**src/common/valu_pkg.sv**
```systemverilog
// shared widths, opcode and element-width encodings
// request struct and lane-product vector for the vector ALU

package valu_pkg;

    // vector register width
    localparam int VLEN = 64;

    // VMAC scalar result width
    localparam int MAC_W = 32;

    // full lane-product vector, every SEW fills it exactly
    localparam int PROD_W = 2 * VLEN;

    // opcode encoding
    typedef enum logic [1:0] {
        OP_VADD = 2'd0,
        OP_VSUB = 2'd1,
        OP_VMUL = 2'd2,
        OP_VMAC = 2'd3
    } valu_op_e;

    // element width encoding
    typedef enum logic [1:0] {
        SEW_8    = 2'd0,
        SEW_16   = 2'd1,
        SEW_32   = 2'd2,
        SEW_RSVD = 2'd3
    } valu_sew_e;

    // one accepted request, held for the whole operation
    typedef struct packed {
        valu_op_e          op;
        valu_sew_e         sew;
        logic [VLEN-1:0]   vs1;
        logic [VLEN-1:0]   vs2;
    } valu_req_t;

    // lane products, slot i is 2*SEW bits wide
    // three views of the same 128 bits
    typedef union packed {
        logic [7:0][15:0]  p8;
        logic [3:0][31:0]  p16;
        logic [1:0][63:0]  p32;
    } valu_prod_t;

endpackage
```
**src/mul/valu_mac_reduce.sv**
```systemverilog
// VMAC reduction of the lane products
// sign-extends or truncates each product and sums them modulo 2^32

`timescale 1ns/1ps

module valu_mac_reduce
    import valu_pkg::*;
(
    input  valu_sew_e         sew,
    input  valu_prod_t        prods,
    output logic [MAC_W-1:0]  mac_sum
);

    always_comb begin
        mac_sum = '0;
        case (sew)
            SEW_8: begin
                // 16-bit products widened with their sign
                for (int i = 0; i < 8; i++) begin
                    mac_sum = mac_sum + {{(MAC_W-16){prods.p8[i][15]}}, prods.p8[i]};
                end
            end
            SEW_16: begin
                for (int i = 0; i < 4; i++) begin
                    mac_sum = mac_sum + prods.p16[i];
                end
            end
            SEW_32: begin
                // only the low word of each 64-bit product matters for a 32-bit sum
                for (int i = 0; i < 2; i++) begin
                    mac_sum = mac_sum + prods.p32[i][MAC_W-1:0];
                end
            end
            default: mac_sum = '0;
        endcase
    end

endmodule

```
**config.mk**
```make
export PLATFORM = sky130hd
export DESIGN_NAME = valu_mac_reduce
export DESIGN_NICKNAME = d
export VERILOG_FILES = /design/src/common/valu_pkg.sv /design/src/mul/valu_mac_reduce.sv
export SDC_FILE = /design/constraint.sdc
export NUM_CORES = 1
export LEC_CHECK = 0
export BUFFER_PORTS_ARGS = -buffer_cell sky130_fd_sc_hd__buf_2
export CAP_MARGIN = 20
export CORE_MARGIN = 2
export CORE_UTILIZATION = 56
export DETAILED_ROUTE_END_ITERATION = 10
export PLACE_DENSITY = 0.81
export SLEW_MARGIN = 20
export SYNTH_ARGS = -nofsm -noshare
export SYNTH_HDL_FRONTEND = slang
export SYNTH_SLANG_ARGS = --single-unit
```
**constraint.sdc**
```tcl
create_clock -name vclk -period 6.05
set_input_delay 0.605 -clock vclk [all_inputs]
set_output_delay 0.605 -clock vclk [all_outputs]
set_load 0.05 [all_outputs]
```
==> impl_metrics.yaml <==
layout:
  seq_area_um2: 0
  numSequentialCells: 0
  final_common_cell: "inv_1"
  stdcell_count: 1329
  drive_gt1_share_pct: 21.0
  postLayoutCellArea_um2: 9780
  nClkBuffers: 0
  areaGrowthSynthToFinish_pct: 17.4
  antenna_cells: 0
  layout_common_cells: "inv_1, fa_1, buf_2"
  final_util_pct: 67.3
  nets: 1523
die:
  die_w_um: 126
  rows: 44
  die_y_um: 126
  start_util_pct: 57.3
  num_io_pins: 162
  dieArea_um2: 15900
  fp.coreArea_um2: 14500
critical_path:
  end_kind: "output pin"
  worstSetupStartpointType: "primary input"
  crit_path_max_fanout: 6
  cp.required_ps: 5440
  worstSetupPathType: "in -> out"
  crit_arrival_ps: 5350
placement:
  port_buffers: 162
  place_congestion: 0.966
  dpl.hpwl_um: 21200
  placedCellCount: 1325
  placed_cell_area_um2: 9520
  pre_cts_ws_ps: -103
cts:
  holdBufCountCts: 0
logic_synthesis:
  synth_compound_area_share_pct: 19.6
  synthAdderAreaFrac_pct: 51.6
  synthesis.nets: 1348
  synth_xor_area_share_pct: 7.36
  ys_warn_count: 0
  synth_top_family_by_area: "adder cells"
  synthMuxAreaShare_pct: 0.916
  avgSynthCellArea_um2: 8.57
  synth_cell_type_count: 65
  synth_cells: 972
  yosys.area_share.simple_pct: 10.1
  synth_area_um2: 8330
  ys_seq_area_share_pct: 0
global_route:
  grt_overflow: 0
  antenna_found_initial: 0
  grt_max_degree: 39
  grt_pass1_wl_um: 38200
  grt_pass1_vias: 7918
  grt.total_usage_pct: 30.0
sta:
  period_share_pct: 98.5
  holdWs_ps: 1820
  report.final.slew_viol_count: 0
  period_minus_slack_ps: 5960
  rsz0062_at_grt: "true"
  tightestPinTransition_ps: 925
  hold_viol: 0
  setup_viol: 0
  tns_ps: 0
  worst_slack_ps: 91.7
  fmax_mhz: 168
  max_slew_margin_pct: 38.2
routing:
  vias: 7620
  routed_wirelength_um: 24100
  routed_via_density: 5.73
  drt-initial-drc-count: 491
  drtPass1Iterations: 5
  ant_nets: 0
  wire_per_inst_um: 18.1
  drc: 0
power:
  leakage_nw: 4.98
  powerDensity_nw_per_um2: 505
  peakVddDrop_mv: 0.347
  power_mw: 4.94
hold_path:
  hp-class: "in -> out"
job:
  maxCapViolations: 0
outcome:
  outcome: "finished clean"
[cells in the mapped netlist (all sizes together) (2+ instances only)]
master | instances | area [µm²]
a2111oi | 3 | 26.3
a211oi | 5 | 37.5
o21bai | 13 | 97.6
a21oi | 75 | 390
xnor2 | 44 | 385
or2 | 3 | 18.8
a21o | 25 | 188
nor2b | 13 | 81.3
buf | 4 | 16.3
o211ai | 5 | 37.5
o21ai | 48 | 255
mux2i | 5 | 50.1
fa | 163 | 3260
nor3 | 7 | 35.0
o22ai | 17 | 106
a311oi | 2 | 23.8
o221ai | 8 | 70.1
nand4 | 9 | 56.3
nand3 | 11 | 55.1
nor2 | 50 | 188
ha | 83 | 1040
and3 | 13 | 81.3
or3 | 2 | 12.5
a211o | 2 | 17.5
and2 | 5 | 31.3
clkbuf | 19 | 71.3
a21boi | 2 | 15.0
o31ai | 2 | 15.0
mux2 | 2 | 26.3
inv | 206 | 773
a31oi | 11 | 75.1
nand2b | 13 | 81.3
o21a | 11 | 82.6
a311o | 2 | 20.0
o2111ai | 3 | 32.5
a41oi | 2 | 25.0
nand2 | 40 | 150
o311ai | 3 | 43.8
nand3b | 2 | 15.0
xor2 | 26 | 228
a22oi | 3 | 22.5
[timing repair]
action,CTS,global route
pin swaps,3,13
endpoints found under the setup margin,11,20
endpoints found under the hold margin,0,0
buffers inserted,2,1
gates resized for setup,9,60
gates cloned,1,0
[cells by family after synthesis]
| group | after synthesis |
|---|---|
| AO/OA/AOI/OAI | 248 |
| adder cells (fa/ha/maj) | 246 |
| buffers and inverters | 229 |
| AND/OR/NAND/NOR | 172 |
| XOR/XNOR | 70 |
| multiplexers | 7 |
[area by class of cell]
class                           instances  area [µm²]
Inverter                              206         773
Tap cell                              184         230
Timing Repair Buffer                  196        1150
Fill cell                            1236        4760
Multi-Input combinational cell        743        7620
[power by group]
part | internal [mW] | switching [mW]
Combinational | 2.01 | 2.93
Sequential | 0 | 0
Clock | 0 | 0
Total | 2.01 | 2.93
[worst max-delay path, stage by stage]
cell	delay, ps
buf_4	100
inv_2	40
fa_1	510
inv_2	50
fa_1	490
fa_1	490
inv_1	50
fa_1	430
inv_1	70
ha_2	170
inv_2	40
fa_2	340
nor2b_2	150
o21a_1	160
a311o_1	240
a31oi_4	130
o21ai_2	180
and3_4	230
nand3_2	100
o21ai_4	250
buf_6	190
o221ai_2	110
buf_6	200
[routing by layer]
layer / vias up / share of wire (%) / global-route usage [%]
met5: - / 0 / 0
met4: 0 / 3.2 / 8.79
met3: 56 / 6.4 / 3.70
met2: 299 / 49 / 52.4
met1: 3712 / 41 / 39.2
li1: 3553 / - / -
[path summary, 6_finish.rpt]
check	startpoint	endpoint	cells past startpoint	slack, ps
worst min-delay path	prods[64]	mac_sum[0]	5	1820
worst max-delay path	prods[18]	mac_sum[24]	23	90
(Power assumes the default switching activity.)
