### config.mk
export PLATFORM = sky130hd
export DESIGN_NAME = valu_addsub
export DESIGN_NICKNAME = d
export VERILOG_FILES = /design/src/common/valu_pkg.sv /design/src/design/valu_addsub.sv
export SDC_FILE = /design/constraint.sdc
export NUM_CORES = 1
export LEC_CHECK = 0
export BUFFER_PORTS_ARGS = -buffer_cell sky130_fd_sc_hd__buf_2
export CAP_MARGIN = 20
export CORE_ASPECT_RATIO = 0.8
export CORE_MARGIN = 2
export CORE_UTILIZATION = 55
export DETAILED_ROUTE_END_ITERATION = 7
export PLACE_DENSITY = 0.81
export SLEW_MARGIN = 20
export SYNTH_ARGS = -nofsm -noshare
export SYNTH_HDL_FRONTEND = slang
export SYNTH_SLANG_ARGS = --single-unit
### constraint.sdc
create_clock -name vclk -period 7.2
set_clock_uncertainty 0.2 [all_clocks]
set_input_delay 1.44 -clock vclk [all_inputs]
set_output_delay 1.44 -clock vclk [all_outputs]
set_load 0.05 [all_outputs]
### src/common/valu_pkg.sv
// shared widths, opcode and element-width encodings
// request struct and lane-product vector for the vector ALU

package valu_pkg;

    // vector register width
    localparam int VLEN = 64;

    // VMAC scalar result width
    localparam int MAC_W = 32;

    // full lane-product vector, every SEW fills it exactly
    localparam int PROD_W = 2 * VLEN;

    // opcode encoding
    typedef enum logic [1:0] {
        OP_VADD = 2'd0,
        OP_VSUB = 2'd1,
        OP_VMUL = 2'd2,
        OP_VMAC = 2'd3
    } valu_op_e;

    // element width encoding
    typedef enum logic [1:0] {
        SEW_8    = 2'd0,
        SEW_16   = 2'd1,
        SEW_32   = 2'd2,
        SEW_RSVD = 2'd3
    } valu_sew_e;

    // one accepted request, held for the whole operation
    typedef struct packed {
        valu_op_e          op;
        valu_sew_e         sew;
        logic [VLEN-1:0]   vs1;
        logic [VLEN-1:0]   vs2;
    } valu_req_t;

    // lane products, slot i is 2*SEW bits wide
    // three views of the same 128 bits
    typedef union packed {
        logic [7:0][15:0]  p8;
        logic [3:0][31:0]  p16;
        logic [1:0][63:0]  p32;
    } valu_prod_t;

endpackage
### src/design/valu_addsub.sv
// lane-segmented wrapping add and subtract
// lane width follows the SEW of the latched request

`timescale 1ns/1ps

module valu_addsub
    import valu_pkg::*;
(
    input  valu_req_t        req,
    output logic [VLEN-1:0]  addsub_res
);

    logic is_sub;

    assign is_sub = (req.op == OP_VSUB);

    // each lane is computed on its own slice so no carry leaks across
    always_comb begin
        addsub_res = '0;
        case (req.sew)
            SEW_8: begin
                for (int i = 0; i < 8; i++) begin
                    addsub_res[i*8 +: 8] = is_sub ?
                        req.vs1[i*8 +: 8] - req.vs2[i*8 +: 8] :
                        req.vs1[i*8 +: 8] + req.vs2[i*8 +: 8];
                end
            end
            SEW_16: begin
                for (int i = 0; i < 4; i++) begin
                    addsub_res[i*16 +: 16] = is_sub ?
                        req.vs1[i*16 +: 16] - req.vs2[i*16 +: 16] :
                        req.vs1[i*16 +: 16] + req.vs2[i*16 +: 16];
                end
            end
            SEW_32: begin
                for (int i = 0; i < 2; i++) begin
                    addsub_res[i*32 +: 32] = is_sub ?
                        req.vs1[i*32 +: 32] - req.vs2[i*32 +: 32] :
                        req.vs1[i*32 +: 32] + req.vs2[i*32 +: 32];
                end
            end
            default: addsub_res = '0;
        endcase
    end

endmodule

==> impl_metrics.csv, run 1 <==
group,metric,value,unit
detailed_routing,wl_per_cell,16.9,um
grt,overflow,0,
grt,grt_max_degree,59,
final_layout,seq_area,0,um2
final_layout,n_fill_cell,1402,
status,status,"completed",
timing,maxSlewViolCount,0,
critical_path,critical_path_class,"primary input to output pin",
detailed_routing,antenna_left,0,
detailed_routing,drtIter0Drc,1078,
final_layout,synthToLayoutAreaGrowth,16.5,%
final_layout,finalNetCount,1718,
final_layout,n_sequential_cell,0,
synth,yosys.area.top_type,"ha_1",
final_layout,layout-drive-gt1-share,18.0,%
synth,synthesis.nets,1541,
final_layout,nClkBuffers,0,
timing,final-setup-viol-count,0,
synth,netlist_top_cells_area,"ha_1 (19%), xnor2_1 (13%), xor2_1 (7.5%)",
detailed_routing,drc,0,
floorplan,initial_core_util,56.6,%
detailed_routing,via_count,10041,
synth,synthDistinctLibCells,70,
grt,grt_pass1_vias,9047,
critical_path,crit_fanout,6,
synth,syn_inst,1273,
place,placed_area,9850,um2
pwr,vdd_drop_max,0.0844,mV
pwr,clockPowerShare,0,%
worst_hold_path,holdCritPathClass,"primary input to output pin",
place,dp_cells,1656,
place,gp_congestion,1.02,
pwr,p_comb_share,100.0,%
critical_path,worstPathArrival,5450,ps
floorplan,pin_count,196,
final_layout,final_common_cell,"buf_2",
timing,maxSlewHeadroom,45.0,%
final_layout,post-route-util,66.0,%
critical_path,end_kind,"output pin",
detailed_routing,dr.pass1.iters,6,
place,post-dp-hpwl,23.1,mm
critical_path,worst_setup_path_start_kind,"primary input",
floorplan,die_h,116,um
floorplan,rows,40,
synth,netlist_area,8560,um2
timing,layout_worst_path_cycle_share,98.5,%
grt,antenna_found_initial,0,
synth,yosysWarnings,0,
pwr,switching_share,64.3,%
timing,tightest_slew,813,ps
final_layout,final_area,9970,um2
timing,min_period,7090,ps
synth,syn_area_per_cell,6.73,um2
critical_path,worstPathRequired,5560,ps
timing,finalHoldViolCount,0,
pwr,cellPowerDensity,144,nW/um2
grt,grt_first_pass_wirelength,44.5,mm
place,io_buffers,196,
pwr,p_seq_share,0,%
synth,ys_seq_area_share,0,%
synth,yosysTopAreaCellShare,18.7,%
pwr,p_leak,4.81,nW
floorplan,die_x,143,um
detailed_routing,wirelength,28.1,mm
job,max_cap_violations,0,
cts,cts_hold_buf,0,
detailed_routing,viasPerCell,6.05,
grt,grt_use_total,32.4,%
pwr,switchingPower,926,uW
timing,fmax,141,MHz
floorplan,core-area,15100,um2
final_layout,stdcell_count,1659,
floorplan,dieArea,16600,um2
pwr,intPower,515,uW
final_layout,layout_common_cells,"buf_2 (189), ha_1 (127), xnor2_1 (126), a21oi_1 (120), nor2_1 (116)",
## synth_stat cells (12+ instances only)
master and instances:
nand2b_1 32, inv_1 64, nor3_1 38, clkbuf_1 40
nor2_1 119, xnor2_1 126, a21oi_1 122, o22ai_1 23
and3_1 24, nor2b_1 29, o21a_1 16, nand2_1 94
xor2_1 73, a31oi_1 17, nand3_1 13, nor4_1 12
o21ai_0 95, ha_1 128, a21o_1 49
## power groups by stage
stage | clock (mW) | sequential, mW | combinational [mW]
after floorplan | 0 | 0 | 1.07
after detailed placement | 0 | 0 | 1.39
after global routing | 0 | 0 | 1.56
after CTS | 0 | 0 | 1.40
final | 0.0000000186 | 0 | 1.44
after global placement | 0 | 0 | 1.37
## worst max-delay path, stage by stage
cell and delay [ps]:
buf_2 120, or3_4 420, nor4_4 280, buf_4 190, a21oi_2 90, buf_4 180, nor2_1 120, xor2_1 200
ha_2 350, a211oi_1 220, nand2_1 80, a31o_2 230, o211a_1 280, a21o_1 240, a211oi_2 280, a21oi_1 140
xor2_1 200, o22ai_1 170, buf_4 230
## path summary, 6_finish.rpt
path	depth (start not counted)	startpoint	endpoint	slack, ps
worst max-delay path	19	req[3]	addsub_res[31]	110
worst min-delay path	5	req[96]	addsub_res[32]	3170
## area by class of cell
| type | instances | area [um2] | area share (%) |
|---|---|---|---|
| Inverter | 64 | 240 | 2.41 |
| Timing Repair Buffer | 222 | 1220 | 12.2 |
| Antenna cell | 1 | 2.50 | 0.0251 |
| Multi-Input combinational cell | 1162 | 8250 | 82.7 |
| Tap cell | 210 | 263 | 2.63 |
## per-stage QoR
step | hold WS (ps) | TNS [ps] | worst slack (ps) | power, mW
CTS | 3170 | 0 | 83.0 | 1.40
global placement | 3170 | 0 | 107 | 1.37
global route | 3210 | -66.0 | -54.1 | 1.56
floorplan | 2970 | -11.0 | -11.0 | 1.07
detailed placement | 3170 | -1.28 | -1.28 | 1.39
finish | 3170 | 0 | 111 | 1.44
## metal layers
layer | GRT usage (%) | routed length, um | vias to the layer above
met5 | 0 | 0 | -
met3 | 4.83 | 3040 | 48
met1 | 48.0 | 12800 | 4536
met2 | 50.9 | 11700 | 537
li1 | - | - | 4920
met4 | 4.25 | 446 | 0
## cell families after synthesis
family	Yosys count	share of synthesized area (%)
XOR/XNOR	199	20.4
buffers and inverters	111	4.90
multiplexers	4	0.468
AO/OA/AOI/OAI	409	29.9
AND/OR/NAND/NOR	414	23.8
adder cells (fa/ha/maj)	136	20.6
## repair_timing
item | CTS | global route
pin swaps | 0 | 4
setup endpoints to repair | 2 | 14
buffers inserted | 0 | 2
gates resized for setup | 1 | 29
endpoints found under the hold margin | 0 | 0
(Power assumes the default switching activity.)
==> inputs of run 2 (changes only) <==
==> constraint.sdc (replaced) <==
create_clock -name vclk -period 6.8
set_clock_uncertainty 0.2 [all_clocks]
set_input_delay 1.36 -clock vclk [all_inputs]
set_output_delay 1.36 -clock vclk [all_outputs]
set_load 0.05 [all_outputs]
==> run 2 against run 1 <==
Clock-buffer cell count stayed put. Via count grew 1.6%. Combinational power increased by 8%. Routed wire length grew 0.77%. Setup slack worse by 20 ps. Global-route usage decreased by 0.14 points. Worst hold slack worse by 160 ps. Critical path depth shrank 1. Die area stayed put. Critical path type unchanged. Largest cell class unchanged.
==> impl_metrics.csv, run 2 (synthesis gave the netlist of run 1 again) <==
group,metric,value,unit
status,status,"completed",
critical_path,max_stage_delay,410,ps
critical_path,cp_cell_sequence,"buf_2 > or3_4 > nor4_4 > buf_4 > a21oi_2 > xnor2_1 > ha_1 > and3_1 > buf_4 > nand4_1 > nor3_1 > o211a_1 > a21o_1 > nor2_1 > xnor2_1 > a21oi_1 > o22ai_1 > buf_2",
critical_path,end_kind,"output pin",
floorplan,die_x,143,um
pwr,p_leak,4.95,nW
final_layout,seq_area,0,um2
timing,tightest_slew,706,ps
final_layout,multiInputGateArea,8330,um2
detailed_routing,wirelength,28.3,mm
final_layout,finalNetCount,1741,
critical_path,setup.worst_path.start,"req[4]",
critical_path,critPathCapture,"addsub_res[25]",
detailed_routing,viasPerCell,6.07,
final_layout,n_fill_cell,1390,
grt,grt_pass1_vias,9129,
timing,maxSlewHeadroom,52.9,%
final_layout,layout-drive-gt1-share,20.4,%
timing,min_period,6710,ps
timing,fmax,149,MHz
timing,final-setup-viol-count,0,
pwr,p_comb_share,100.0,%
timing,maxSlewViolCount,0,
timing,fin_setup_tns,0,ps
critical_path,worst-path-buf-inv,4,
floorplan,pin_count,196,
detailed_routing,drc,0,
final_layout,layout_common_cells,"buf_2 (188), ha_1 (127), xnor2_1 (126), a21oi_1 (117), nor2_1 (116)",
grt,grt_first_pass_wirelength,44.2,mm
final_layout,final_common_cell,"buf_2",
place,gp_congestion,1.02,
place,post-dp-hpwl,23.3,mm
floorplan,die_h,116,um
critical_path,crit_fanout,5,
pwr,clockPowerShare,0,%
floorplan,dieArea,16600,um2
detailed_routing,dr.pass1.iters,5,
detailed_routing,drtIter0Drc,1042,
timing,grt_setup_unrepaired,"yes",
critical_path,critical_path_class,"primary input to output pin",
detailed_routing,via_count,10205,
grt,antenna_found_initial,0,
detailed_routing,wl_per_cell,16.8,um
place,io_buffers,196,
final_layout,synthToLayoutAreaGrowth,19.5,%
worst_hold_path,holdCritPathClass,"primary input to output pin",
pwr,switchingPower,993,uW
detailed_routing,antenna_left,0,
timing,finalHoldViolCount,0,
pwr,vdd_drop_max,0.0758,mV
critical_path,crit_family,"simple AND/OR/NAND/NOR gates",
pwr,switching_share,63.7,%
floorplan,initial_core_util,56.6,%
pwr,intPower,567,uW
critical_path,worstPathRequired,5240,ps
timing,layout_worst_path_cycle_share,98.7,%
critical_path,crit_slowest_cell,"or3_4",
critical_path,path_depth,18,
floorplan,core-area,15100,um2
final_layout,nClkBuffers,0,
final_layout,n_sequential_cell,0,
job,max_cap_violations,0,
grt,overflow,0,
critical_path,worstPathArrival,5150,ps
pwr,p_seq_share,0,%
floorplan,rows,40,
critical_path,worst_setup_path_start_kind,"primary input",
pwr,cellPowerDensity,153,nW/um2
grt,grt_use_total,32.2,%
final_layout,diodes,0,
grt,grt_max_degree,60,
pwr,power,1.56,mW
run 2: cell types whose count changed in the layout (fill, tap and decap cells not counted), moves of 3 or more:
cell      before  now
nand2_2        0    3
a21oi_1      120  117
clkbuf_4       5    1
buf_4         26   53
o21ai_0       91   83
o21ai_1        4   12
nor3b_1        4    1
a21oi_2        3    6
nand2_1       94   91
run 2: through the flow:
step / setup slack [ps] / utilization [%] / cells / cell area, um2 / hold slack [ps]
5_1_grt: -73.6 / 67.7 / 1681 / 10200 / 3050
4_1_cts: 12.3 / 66.3 / 1676 / 10000 / 3020
2_1_floorplan: -251 / - / 1273 / 8580 / 2810
3_3_place_gp: -60.0 / 66.2 / 1676 / 10000 / 3020
3_5_place_dp: -142 / 66.2 / 1676 / 10000 / 3010
6_report: 91.2 / 67.7 / 1681 / 10200 / 3010
run 2: worst min-delay path by stage:
stage | depth (start not counted) | to | start | slack, ps
4_1_cts | 5 | addsub_res[32] | req[96] | 3020
3_5_place_dp | 5 | addsub_res[32] | req[96] | 3010
2_1_floorplan | 2 | addsub_res[0] | req[0] | 2810
3_3_place_gp | 4 | addsub_res[32] | req[32] | 3020
6_report | 5 | addsub_res[32] | req[96] | 3010
5_1_grt | 5 | addsub_res[32] | req[96] | 3050
run 2: layer usage:
| metal | wire length, um | track usage, % |
|---|---|---|
| met5 | 0 | 0 |
| met4 | 570 | 5.29 |
| met3 | 2740 | 2.81 |
| met2 | 12000 | 52.7 |
| met1 | 12900 | 47.0 |
run 2: power groups by stage:
stage	registers (mW)	logic [mW]	clock network, mW
4_1_cts	0	1.51	0
2_1_floorplan	0	1.13	0
6_report	0	1.56	0
3_3_place_gp	0	1.48	0
5_1_grt	0	1.68	0
3_5_place_dp	0	1.50	0
run 2: cell type report:
class                      count  share of cell area [%]
multi-input combinational   1162                    81.4
timing repair buffer         245                    13.7
tap                          210                    2.57
inverter                      64                    2.35
run 2: timing repair:
item,in CTS,in global routing
pin swaps,0,13
setup buffers,0,5
setup endpoints to repair,9,17
hold buffers,0,0
gates resized for setup,4,49
run 2: worst min-delay path, delay by kind of cell:
family | cells | cell delay (ps)
AND/OR/NAND/NOR | 1 | 40
buffers and inverters | 3 | 340
adder cells (fa/ha/maj) | 1 | 110
