==> src/common/valu_pkg.sv <==
// shared widths, opcode and element-width encodings
// request struct and lane-product vector for the vector ALU

package valu_pkg;

    // vector register width
    localparam int VLEN = 64;

    // VMAC scalar result width
    localparam int MAC_W = 32;

    // full lane-product vector, every SEW fills it exactly
    localparam int PROD_W = 2 * VLEN;

    // opcode encoding
    typedef enum logic [1:0] {
        OP_VADD = 2'd0,
        OP_VSUB = 2'd1,
        OP_VMUL = 2'd2,
        OP_VMAC = 2'd3
    } valu_op_e;

    // element width encoding
    typedef enum logic [1:0] {
        SEW_8    = 2'd0,
        SEW_16   = 2'd1,
        SEW_32   = 2'd2,
        SEW_RSVD = 2'd3
    } valu_sew_e;

    // one accepted request, held for the whole operation
    typedef struct packed {
        valu_op_e          op;
        valu_sew_e         sew;
        logic [VLEN-1:0]   vs1;
        logic [VLEN-1:0]   vs2;
    } valu_req_t;

    // lane products, slot i is 2*SEW bits wide
    // three views of the same 128 bits
    typedef union packed {
        logic [7:0][15:0]  p8;
        logic [3:0][31:0]  p16;
        logic [1:0][63:0]  p32;
    } valu_prod_t;

endpackage
==> src/design/valu_ctrl.sv <==
// request-accept FSM with operand latch and result register
// selects the add/sub, VMUL or VMAC result and pulses valid_out

`timescale 1ns/1ps

module valu_ctrl
    import valu_pkg::*;
(
    input  logic              clk,
    input  logic              rst_n,
    input  logic              valid_in,
    input  valu_op_e          op,
    input  valu_sew_e         sew,
    input  logic [VLEN-1:0]   vs1_data,
    input  logic [VLEN-1:0]   vs2_data,
    input  logic [VLEN-1:0]   addsub_res,
    input  valu_prod_t        prods,
    input  logic              mul_done,
    input  logic [MAC_W-1:0]  mac_sum,
    output valu_req_t         req,
    output logic              mul_start,
    output logic              ready,
    output logic              valid_out,
    output logic [VLEN-1:0]   result
);

    typedef enum logic [1:0] {
        IDLE,
        ADDSUB,
        MUL
    } state_e;

    state_e           state;
    logic             accept;
    logic             is_mul_path;
    logic [VLEN-1:0]  mul_packed;

    assign ready  = (state == IDLE);
    assign accept = valid_in && ready;

    // multiply path only for VMUL/VMAC with a legal element width
    assign is_mul_path = ((op == OP_VMUL) || (op == OP_VMAC)) && (sew != SEW_RSVD);

    // operands stay put until the next accept
    always_ff @(posedge clk) begin
        if (accept) begin
            req <= '{op: op, sew: sew, vs1: vs1_data, vs2: vs2_data};
        end
    end

    // keep the low SEW bits of every product slot
    always_comb begin
        mul_packed = '0;
        case (req.sew)
            SEW_8: begin
                for (int i = 0; i < 8; i++) begin
                    mul_packed[i*8 +: 8] = prods.p8[i][7:0];
                end
            end
            SEW_16: begin
                for (int i = 0; i < 4; i++) begin
                    mul_packed[i*16 +: 16] = prods.p16[i][15:0];
                end
            end
            SEW_32: begin
                for (int i = 0; i < 2; i++) begin
                    mul_packed[i*32 +: 32] = prods.p32[i][31:0];
                end
            end
            default: mul_packed = '0;
        endcase
    end

    always_ff @(posedge clk) begin
        if (!rst_n) begin
            state     <= IDLE;
            mul_start <= 1'b0;
            valid_out <= 1'b0;
            result    <= '0;
        end else begin
            valid_out <= 1'b0;
            mul_start <= 1'b0;
            case (state)
                IDLE: begin
                    if (accept) begin
                        if (is_mul_path) begin
                            state     <= MUL;
                            mul_start <= 1'b1;
                        end else begin
                            state <= ADDSUB;
                        end
                    end
                end
                ADDSUB: begin
                    // reserved SEW lands here for every op, add/sub gives zero for it
                    result    <= addsub_res;
                    valid_out <= 1'b1;
                    state     <= IDLE;
                end
                MUL: begin
                    // mul_done is still stale from the last op while mul_start is high
                    if (mul_done && !mul_start) begin
                        if (req.op == OP_VMUL) begin
                            result <= mul_packed;
                        end else begin
                            result <= {{(VLEN-MAC_W){1'b0}}, mac_sum};
                        end
                        valid_out <= 1'b1;
                        state     <= IDLE;
                    end
                end
                default: state <= IDLE;
            endcase
        end
    end

    // one completion pulse per request, never back to back
    a_valid_single: assert property (@(posedge clk) disable iff (!rst_n)
        valid_out |=> !valid_out);

    // an accepted request always leaves IDLE on the next cycle
    a_busy_not_ready: assert property (@(posedge clk) disable iff (!rst_n)
        accept |=> !ready);

endmodule

==> config.mk <==
export PLATFORM = sky130hd
export DESIGN_NAME = valu_ctrl
export DESIGN_NICKNAME = d
export VERILOG_FILES = /design/src/common/valu_pkg.sv /design/src/design/valu_ctrl.sv
export SDC_FILE = /design/constraint.sdc
export NUM_CORES = 1
export LEC_CHECK = 0
export BUFFER_PORTS_ARGS = -buffer_cell sky130_fd_sc_hd__buf_2
export CORE_AREA = 2 2 219 221
export CTS_BUF_LIST = sky130_fd_sc_hd__clkbuf_4 sky130_fd_sc_hd__clkbuf_8
export DETAILED_ROUTE_END_ITERATION = 7
export DIE_AREA = 0 0 221 223
export GPL_TIMING_DRIVEN = 0
export SYNTH_ARGS = -nofsm -noshare
export SYNTH_HDL_FRONTEND = slang
export SYNTH_SLANG_ARGS = --single-unit
export TNS_END_PERCENT = 50
==> constraint.sdc <==
create_clock -name clk -period 5.7 [get_ports clk]
set_input_delay 1.71 -clock clk [delete_from_list [all_inputs] [get_ports clk]]
set_output_delay 1.71 -clock clk [all_outputs]
set_load 0.005 [all_outputs]
==> flow_metrics.py, run 1 <==
metrics = {
    "timing": {
        "timing.final.max_slew_violations": 0,
        "slew_headroom_pct": 17.7,
        "fmax_ghz": 0.320,
        "whs_ps": 485,
        "period_share_pct": 54.9,
        "finalSetupViolations": 0,
        "worstMarginPinSlew_ps": 1230,
        "rsz0062_at_grt": "no",
        "period_needed_ps": 3130,
        "finClkSkew_ps": 17.8,
        "hold_violations": 0,
    },
    "floorplanning": {
        "die-area_mm2": 0.0493,
        "floorplan.initialDensity_pct": 17.2,
        "num_rows": 80,
        "io_pins": 559,
        "die_x_um": 221,
        "die_h_um": 223,
        "coreArea_mm2": 0.0471,
    },
    "clocking": {
        "root_buffer": "clkbuf_8",
        "cts_resized": 0,
        "cts_tree": "done",
        "cts.path.max_buffers": 2,
        "cts_setup_buffers": 0,
        "postCtsHoldBufs": 0,
        "insertion_delay_ps": 570,
        "cts.reportedPaths.clkPinSlew_ps": 120,
        "clkSinkCount": 200,
        "htreeDepth": 4,
        "numCtsBuffers": 17,
    },
    "hold_path": {
        "worstHoldStart": "result[5]$_SDFFE_PN0P_",
        "hold_path_class": "reg -> reg",
    },
    "drt": {
        "drtIter0Drc": 504,
        "wl_met3_mm": 3.09,
        "dr.max_layer_used": "met4",
        "first_pass_iters": 5,
        "route.detailed.drc": 0,
        "via_count": 8132,
        "routed_wl_mm": 44.2,
        "wl_per_cell_um": 23.9,
        "wl_met1_mm": 17.0,
        "wl_met2_mm": 22.4,
        "detail-route-antenna-nets": 0,
        "avgViaCountPerCell": 4.40,
    },
    "power": {
        "vdd_drop_max_uv": 187,
        "sw_frac_of_total_pct": 30.9,
        "p_sw_mw": 1.03,
        "finalPower_mw": 3.33,
        "power_frac_seq_pct": 51.7,
        "power.share.combinational_pct": 17.8,
        "clkPwrFrac_pct": 30.5,
        "power_leakage_nw": 5.19,
        "power_density_mw_per_mm2": 276,
        "intPower_mw": 2.30,
    },
    "placed_design": {
        "placed_area_mm2": 0.0116,
        "place_hpwl_mm": 35.9,
        "place.gp.congestion": 0.901,
        "numPortBuffers": 542,
    },
    "worst_setup_path": {
        "end_kind": "primary output",
        "required_ps": 3990,
        "reg2reg_from": "state[0]$_SDFFE_PN0P_",
        "path_max_fanout": 3,
        "crit_path_start": "state[0]$_SDFFE_PN0P_",
        "crit_type": "reg -> out",
        "cp.arrival_ps": 1420,
        "start_kind": "flip-flop",
        "cp_top_family": "flip-flops",
        "cpPeakStageDelay_ps": 390,
        "crit_buf_inv": 2,
        "crit_slowest_cell": "dfxtp_1",
        "worstPathCellList": "inv_1 > ha_1 > buf_2",
    },
    "finish": {
        "final_core_util_pct": 25.6,
        "layout_commonest_cell": "buf_2",
        "synthToLayoutAreaGrowth_pct": 48.8,
        "fin_nets": 1576,
        "layout_common_cells": "buf_2 (556), edfxtp_1 (132), o21ai_0 (95), a21oi_1 (73), dfxtp_1 (68)",
        "final_cell_area_mm2": 0.0121,
        "drive_above_1_share_pct": 50.1,
    },
    "grt": {
        "grt_pass1_vias": 7987,
        "groute.usage.overall_pct": 17.3,
        "grt_antenna_before_repair": 18,
        "grt_max_degree": 96,
        "grt_pass1_wl_mm": 58.9,
        "overflow": 0,
    },
    "synthesis": {
        "yosysUniqueCellTypes": 35,
        "synth_edf_count": 132,
        "ys_ff_latch": 200,
        "netlist_area_mm2": 0.00812,
        "ys_warn_count": 0,
        "synth_nets": 1014,
        "synthArstFlopShare_pct": 0,
        "syn_inst": 651,
        "ys.flop_type": "edfxtp_1",
        "seq_area_frac_synth_pct": 65.6,
        "syn-mean-instance-area_um2": 12.5,
    },
    "run": {
        "maxCapViolCount": 0,
    },
    "outcome": {
        "status": "finished, final reports clean",
    },
}
==> worst reg2reg max path, stage by stage (launching register included) <==
cell and delay [ps]:
dfxtp_1 350, inv_1 90, ha_1 260, inv_2 170
nor2_1 970, o211ai_1 440, a21oi_1 250
==> sequential cells by signal, summed over array words and instances, names as in the netlist <==
| name | cells |
|---|---|
| mul_start | 1 |
| req | 132 |
| result | 64 |
| state | 2 |
| valid_out | 1 |
==> final timing paths <==
kind / cells after the start / to / slack [ps]
hold / removal: 2 / result[5]$_SDFFE_PN0P_ / 490
setup reg to reg: 6 / result[14]$_SDFFE_PN0P_ / 3110
setup / recovery: 3 / ready / 2570
hold reg to reg: 2 / result[5]$_SDFFE_PN0P_ / 490
==> synth_stat cells, types with 11 or more instances <==
master	n	area share, %
o211ai_1	24	2.2
a22oi_1	17	1.6
mux2i_1	24	3.0
clkbuf_1	29	1.3
dfxtp_1	68	17
nand2_1	35	1.6
nand2b_1	11	0.85
buf_2	14	0.86
a21oi_1	73	4.5
edfxtp_1	132	49
o21ai_0	95	5.9
a221oi_1	24	2.6
nand3b_1	25	2.3
nor2_1	12	0.55
==> metrics by stage <==
step	setup slack [ps]	setup TNS [ps]	std cells
6_report	2570	0	1848
5_1_grt	2460	0	1846
4_1_cts	2460	0	1841
3_5_place_dp	1800	0	1809
3_3_place_gp	-452	-55250	1808
2_1_floorplan	866	0	651
==> power groups by stage <==
stage	logic, mW	clock network, mW	registers, mW
2_1_floorplan	0.205	0	1.77
3_3_place_gp	0.588	0	1.77
3_5_place_dp	0.602	0	1.75
4_1_cts	0.604	1.06	1.72
5_1_grt	0.642	1.11	1.73
6_report	0.594	1.02	1.72
==> cells by family (layout without fill, tap and decap cells) <==
family          count (synthesis)  in the layout  share of synthesized area (%)
compound gates                263            263                           20.2
flops                         200            200                           65.6
simple gates                   91             91                           6.02
buf+inv                        62            637                           3.68
mux                            32             32                           4.07
fa+ha+maj                       3              3                          0.462
other cells                     0              7                              0
==> layer usage <==
layer	vias up	track usage, %
li1	3645	-
met1	3897	19.2
met2	513	31.1
met3	77	5.11
met4	0	6.67
met5	-	0
==> final cells by class <==
class	instances	area, um^2
fill	5054	35100
sequential	200	5330
timing repair buffer	543	2740
multi-input combinational	389	2500
tap	615	769
buffer	55	273
clock buffer	17	234
clock inverter	15	194
inverter	7	31.3
antenna	7	17.5
No activity file was read; power rests on OpenSTA's default activity.
==> run 2: changes to the inputs <==
Clock period 5.7 ns to 3.1 ns, I/O delays scaled along.
==> run 2 against run 1 <==
  * Die area unchanged
  * Total power up 82%
  * Combinational power up 84%
  * Worst hold slack worse by 2.8 ps
  * Worst setup slack worse by 2100 ps
  * Critical endpoint is now result[15]$_SDFFE_PN0P_
  * Core utilization up 0.077 points
  * Sequential cell count unchanged
  * Count of clock-buffer cells in the layout unchanged
  * Largest power group unchanged
  * Largest cell class unchanged
  * Critical path type is now reg -> reg
  * Sequential power up 84%
  * Cell area up 0.30%
  * Clock skew up 4.2 ps
  * Sequential share of layout area down 0.13 points
==> flow_metrics.py, run 2 (synthesis results as in run 1) <==
metrics = {
    "worst_setup_path": {
        "crit_type": "reg -> reg",
        "crit_buf_inv": 2,
        "cpPeakStageDelay_ps": 710,
        "worstPathCellList": "inv_1 > ha_1 > nand2b_1 > clkbuf_1 > o21ai_0 > a21oi_1",
        "path_max_fanout": 11,
        "end_kind": "flip-flop",
        "cp.arrival_ps": 3130,
        "required_ps": 3600,
        "crit_slowest_cell": "clkbuf_1",
        "cp_top_family": "buffers and inverters",
        "r2r_slack_ps": 480,
        "start_kind": "flip-flop",
    },
    "timing": {
        "slew_headroom_pct": 23.9,
        "period_needed_ps": 2620,
        "timing.final.max_slew_violations": 0,
        "fmax_ghz": 0.381,
        "worstMarginPinSlew_ps": 1140,
        "rsz0062_at_grt": "no",
        "finClkSkew_ps": 22.0,
        "period_share_pct": 84.7,
        "finalSetupViolations": 0,
        "hold_violations": 0,
    },
    "clocking": {
        "cts_resized": 0,
        "clkSinkCount": 200,
        "cts_setup_buffers": 0,
        "postCtsHoldBufs": 0,
        "numCtsBuffers": 17,
        "cts.path.max_buffers": 2,
        "cts_tree": "done",
        "htreeDepth": 4,
        "insertion_delay_ps": 580,
        "cts.reportedPaths.clkPinSlew_ps": 110,
        "root_buffer": "clkbuf_8",
    },
    "placed_design": {
        "place_hpwl_mm": 36.3,
        "placed_area_mm2": 0.0117,
        "numPortBuffers": 542,
        "place.gp.congestion": 0.925,
        "placed_cells": 1811,
    },
    "finish": {
        "final_cell_area_mm2": 0.0121,
        "largest-register": "req",
        "final_core_util_pct": 25.7,
        "largest_reg_flops": 132,
        "layout_common_cells": "buf_2 (556), edfxtp_1 (132), o21ai_0 (95), a21oi_1 (73), dfxtp_1 (68)",
        "reg_top3": "req (132), result (64), state (2)",
        "drive_above_1_share_pct": 50.2,
        "fin_nets": 1578,
        "synthToLayoutAreaGrowth_pct": 49.2,
        "layout_commonest_cell": "buf_2",
        "fillers": 5065,
        "stdcell_count": 1856,
    },
    "outcome": {
        "status": "finished, final reports clean",
    },
    "drt": {
        "route.detailed.drc": 0,
        "drtIter0Drc": 437,
        "routed_wl_mm": 43.6,
        "first_pass_iters": 5,
        "via_count": 8061,
        "wl_per_cell_um": 23.5,
        "avgViaCountPerCell": 4.34,
        "detail-route-antenna-nets": 0,
    },
    "grt": {
        "overflow": 0,
        "groute.usage.overall_pct": 17.3,
        "grt_pass1_wl_mm": 58.4,
        "grt_max_degree": 47,
        "grt_antenna_before_repair": 29,
        "grt_pass1_vias": 8115,
    },
    "run": {
        "maxCapViolCount": 0,
    },
    "floorplanning": {
        "die-area_mm2": 0.0493,
        "floorplan.initialDensity_pct": 17.2,
        "die_h_um": 223,
        "num_rows": 80,
        "coreArea_mm2": 0.0471,
        "io_pins": 559,
        "die_x_um": 221,
    },
    "hold_path": {
        "hold_path_class": "reg -> reg",
    },
    "power": {
        "finalPower_mw": 6.06,
        "vdd_drop_max_uv": 361,
        "power_leakage_nw": 5.19,
        "power_density_mw_per_mm2": 500,
    },
}
==> run 2: area by class of cell <==
class	instances	area, um^2	share of cell area [%]
tap	615	769	6.35
clock buffer	17	234	1.93
antenna	13	32.5	0.268
sequential	200	5330	43.9
multi-input combinational	389	2510	20.7
timing repair buffer	545	2770	22.9
inverter	7	30.0	0.248
clock inverter	15	168	1.38
buffer	55	273	2.25
==> run 2: path summary, 6_finish.rpt <==
| kind | start | end | cells past startpoint |
|---|---|---|---|
| worst min-delay path | result[0]$_SDFFE_PN0P_ | result[0]$_SDFFE_PN0P_ | 2 |
| worst max-delay path | state[0]$_SDFFE_PN0P_ | result[15]$_SDFFE_PN0P_ | 6 |
| worst min register to register | result[0]$_SDFFE_PN0P_ | result[0]$_SDFFE_PN0P_ | 2 |
| worst max register to register | state[0]$_SDFFE_PN0P_ | result[15]$_SDFFE_PN0P_ | 6 |
==> run 2: where the power goes <==
group	internal [mW]	total (mW)	switching [mW]
sequential	3.08	3.17	0.0866
combinational	0.464	1.09	0.629
clock	0.676	1.80	1.12
total	4.22	6.06	1.84
==> run 2: tightest hold or removal path, stage by stage (launching register included) <==
cell     delay [ps]
dfxtp_1         330
nand2_1          50
o32ai_1          70
==> run 2: metrics by stage <==
stage                     hold WS, ps  setup slack (ps)  TNS [ps]
after CTS                         440               335         0
after global routing              463               261         0
after detailed placement          465              37.0         0
final                             483               476         0
after global placement            459             -1380   -177100
after floorplan                   466              -217    -28710
==> run 2: metal layers <==
layer | wire [um] | share of wire (%) | track usage (%) | vias to the layer above
met2 | 22000 | 51 | 30.5 | 517
met5 | 27 | 0.062 | 0 | -
li1 | - | - | - | 3656
met1 | 17000 | 39 | 19.4 | 3796
met3 | 3100 | 7.1 | 4.95 | 88
met4 | 1440 | 3.3 | 7.12 | 4
==> run 3: changes to the inputs <==
Clock period 3.1 ns to 2.15 ns, I/O delays scaled along.
==> run 3 against run 2 <==
  * Total power rose by 46%
  * Sequential share of layout area is 0.58 points lower
  * Worst setup slack got worse by 360 ps
  * First-iteration DRC count decreased by 1.6%
  * Largest cell class unchanged
  * Cell area rose by 1.3%
  * Critical path depth is 3 lower
  * Count of clock-buffer cells in the layout is the same
  * Non-clock buffer count rose by 6
  * Clock skew fell by 1.6 ps
==> flow_metrics.py, run 3 (synthesis results as in run 1) <==
metrics = {
    "outcome": {
        "status": "finished, final reports clean",
    },
    "timing": {
        "setup_ws_ps": 119,
        "hold_violations": 0,
        "worstMarginPinSlew_ps": 834,
        "fmax_ghz": 0.492,
        "timing.final.max_slew_violations": 0,
        "slew_headroom_pct": 44.4,
        "finalSetupViolations": 0,
        "period_needed_ps": 2030,
        "finClkSkew_ps": 20.4,
        "period_share_pct": 94.5,
        "rsz0062_at_grt": "yes",
    },
    "placed_design": {
        "post-place-ws_ps": -498,
        "place_hpwl_mm": 37.0,
        "placed_area_mm2": 0.0117,
        "numPortBuffers": 542,
        "place.gp.congestion": 0.866,
        "placed_cells": 1811,
    },
    "worst_setup_path": {
        "worstPathCellList": "inv_1 > ha_2 > buf_2",
        "cp.arrival_ps": 1390,
        "crit_path_start": "state[1]$_SDFFE_PN0P_",
        "cp_top_family": "flip-flops",
        "reg2reg_from": "state[0]$_SDFFE_PN0P_",
        "worstSetupEndpoint": "ready",
        "cpPeakStageDelay_ps": 350,
        "start_kind": "flip-flop",
        "crit_slowest_cell": "dfxtp_1",
        "rr_endpoint": "result[45]$_SDFFE_PN0P_",
        "crit_type": "reg -> out",
        "cp.depth": 3,
        "r2r_slack_ps": 120,
        "rr_worst_depth": 6,
        "crit_buf_inv": 2,
        "end_kind": "primary output",
        "required_ps": 1500,
        "path_max_fanout": 3,
    },
    "finish": {
        "final_core_util_pct": 26.0,
        "layout_common_cells": "buf_2 (555), edfxtp_1 (132), o21ai_0 (91), a21oi_1 (73), dfxtp_1 (68)",
        "largest-register": "req",
        "fillers": 5059,
        "layout_commonest_cell": "buf_2",
        "reg_top3": "req (132), result (64), state (2)",
        "synthToLayoutAreaGrowth_pct": 51.2,
        "final_cell_area_mm2": 0.0123,
        "stdcell_count": 1860,
        "drive_above_1_share_pct": 51.8,
        "largest_reg_flops": 132,
        "fin_nets": 1584,
    },
    "drt": {
        "avgViaCountPerCell": 4.38,
        "detail-route-antenna-nets": 0,
        "routed_wl_mm": 44.3,
        "via_count": 8146,
        "wl_per_cell_um": 23.8,
        "first_pass_iters": 5,
        "route.detailed.drc": 0,
        "drtIter0Drc": 430,
    },
    "grt": {
        "groute.usage.overall_pct": 17.4,
        "grt_max_degree": 47,
        "grt_antenna_before_repair": 25,
        "grt_pass1_wl_mm": 59.8,
        "grt_pass1_vias": 8188,
        "overflow": 0,
    },
    "clocking": {
        "root_buffer": "clkbuf_8",
        "cts.reportedPaths.clkPinSlew_ps": 130,
        "htreeDepth": 4,
        "insertion_delay_ps": 570,
        "postCtsHoldBufs": 0,
        "clkSinkCount": 200,
        "cts_tree": "done",
        "numCtsBuffers": 17,
        "cts.path.max_buffers": 2,
    },
    "floorplanning": {
        "die_h_um": 223,
        "floorplan.initialDensity_pct": 17.2,
        "coreArea_mm2": 0.0471,
        "io_pins": 559,
        "die-area_mm2": 0.0493,
        "die_x_um": 221,
        "num_rows": 80,
    },
    "hold_path": {
        "hold_path_class": "in -> reg",
    },
    "power": {
        "vdd_drop_max_uv": 574,
        "power_density_mw_per_mm2": 722,
        "power_leakage_nw": 5.30,
    },
    "run": {
        "maxCapViolCount": 0,
    },
}
[run 3: how the worst min path moves through the flow]
stage                     depth (start not counted)  slack (ps)              startpoint                      to
after floorplan                                   2         470  result[0]$_SDFFE_PN0P_  result[0]$_SDFFE_PN0P_
after CTS                                         1         170            vs2_data[24]       req[24]$_DFFE_PP_
after detailed placement                          2         470  result[6]$_SDFFE_PN0P_  result[6]$_SDFFE_PN0P_
after global routing                              1         190             vs1_data[6]       req[70]$_DFFE_PP_
final                                             1         240            vs1_data[47]      req[111]$_DFFE_PP_
after global placement                            2         460  result[7]$_SDFFE_PN0P_  result[7]$_SDFFE_PN0P_
[run 3: cell type report]
cell class,count,area [um^2],share of cell area [%]
clock inverter,15,201,1.64
buffer,55,293,2.38
timing repair buffer,551,2880,23.4
multi-input combinational,389,2520,20.6
clock buffer,17,234,1.91
tap,615,769,6.27
sequential,200,5330,43.4
antenna,11,27.5,0.224
inverter,7,30.0,0.245
[run 3: where the power goes]
group	leakage [nW]	total [mW]	internal, mW	switching (mW)
clock network	0.220	2.68	1.01	1.67
registers	1.83	4.56	4.44	0.119
logic	3.25	1.62	0.704	0.917
[run 3: layer usage]
metal	part of all wire (%)	routed length [um]	track usage (%)	vias up
met5	0.12	55	0	-
met4	3.2	1410	7.62	8
met3	6.7	2960	5.45	81
met2	51	22700	30.9	448
met1	39	17100	19.1	3939
li1	-	-	-	3670
[run 3: stage by stage]
stage                     power (mW)  setup TNS [ps]  hold slack [ps]
after floorplan                 5.23         -116210              466
after global placement          6.22         -286360              459
after detailed placement        6.25          -28000              466
after CTS                       8.97            -117              173
after global routing            9.27            -195              187
final                           8.86               0              242
[run 3: repair_timing]
action	in CTS	in global routing
pin swaps	1	0
setup buffers	1	4
gates resized for setup	14	15
setup endpoints to repair	108	93
cloned	0	1
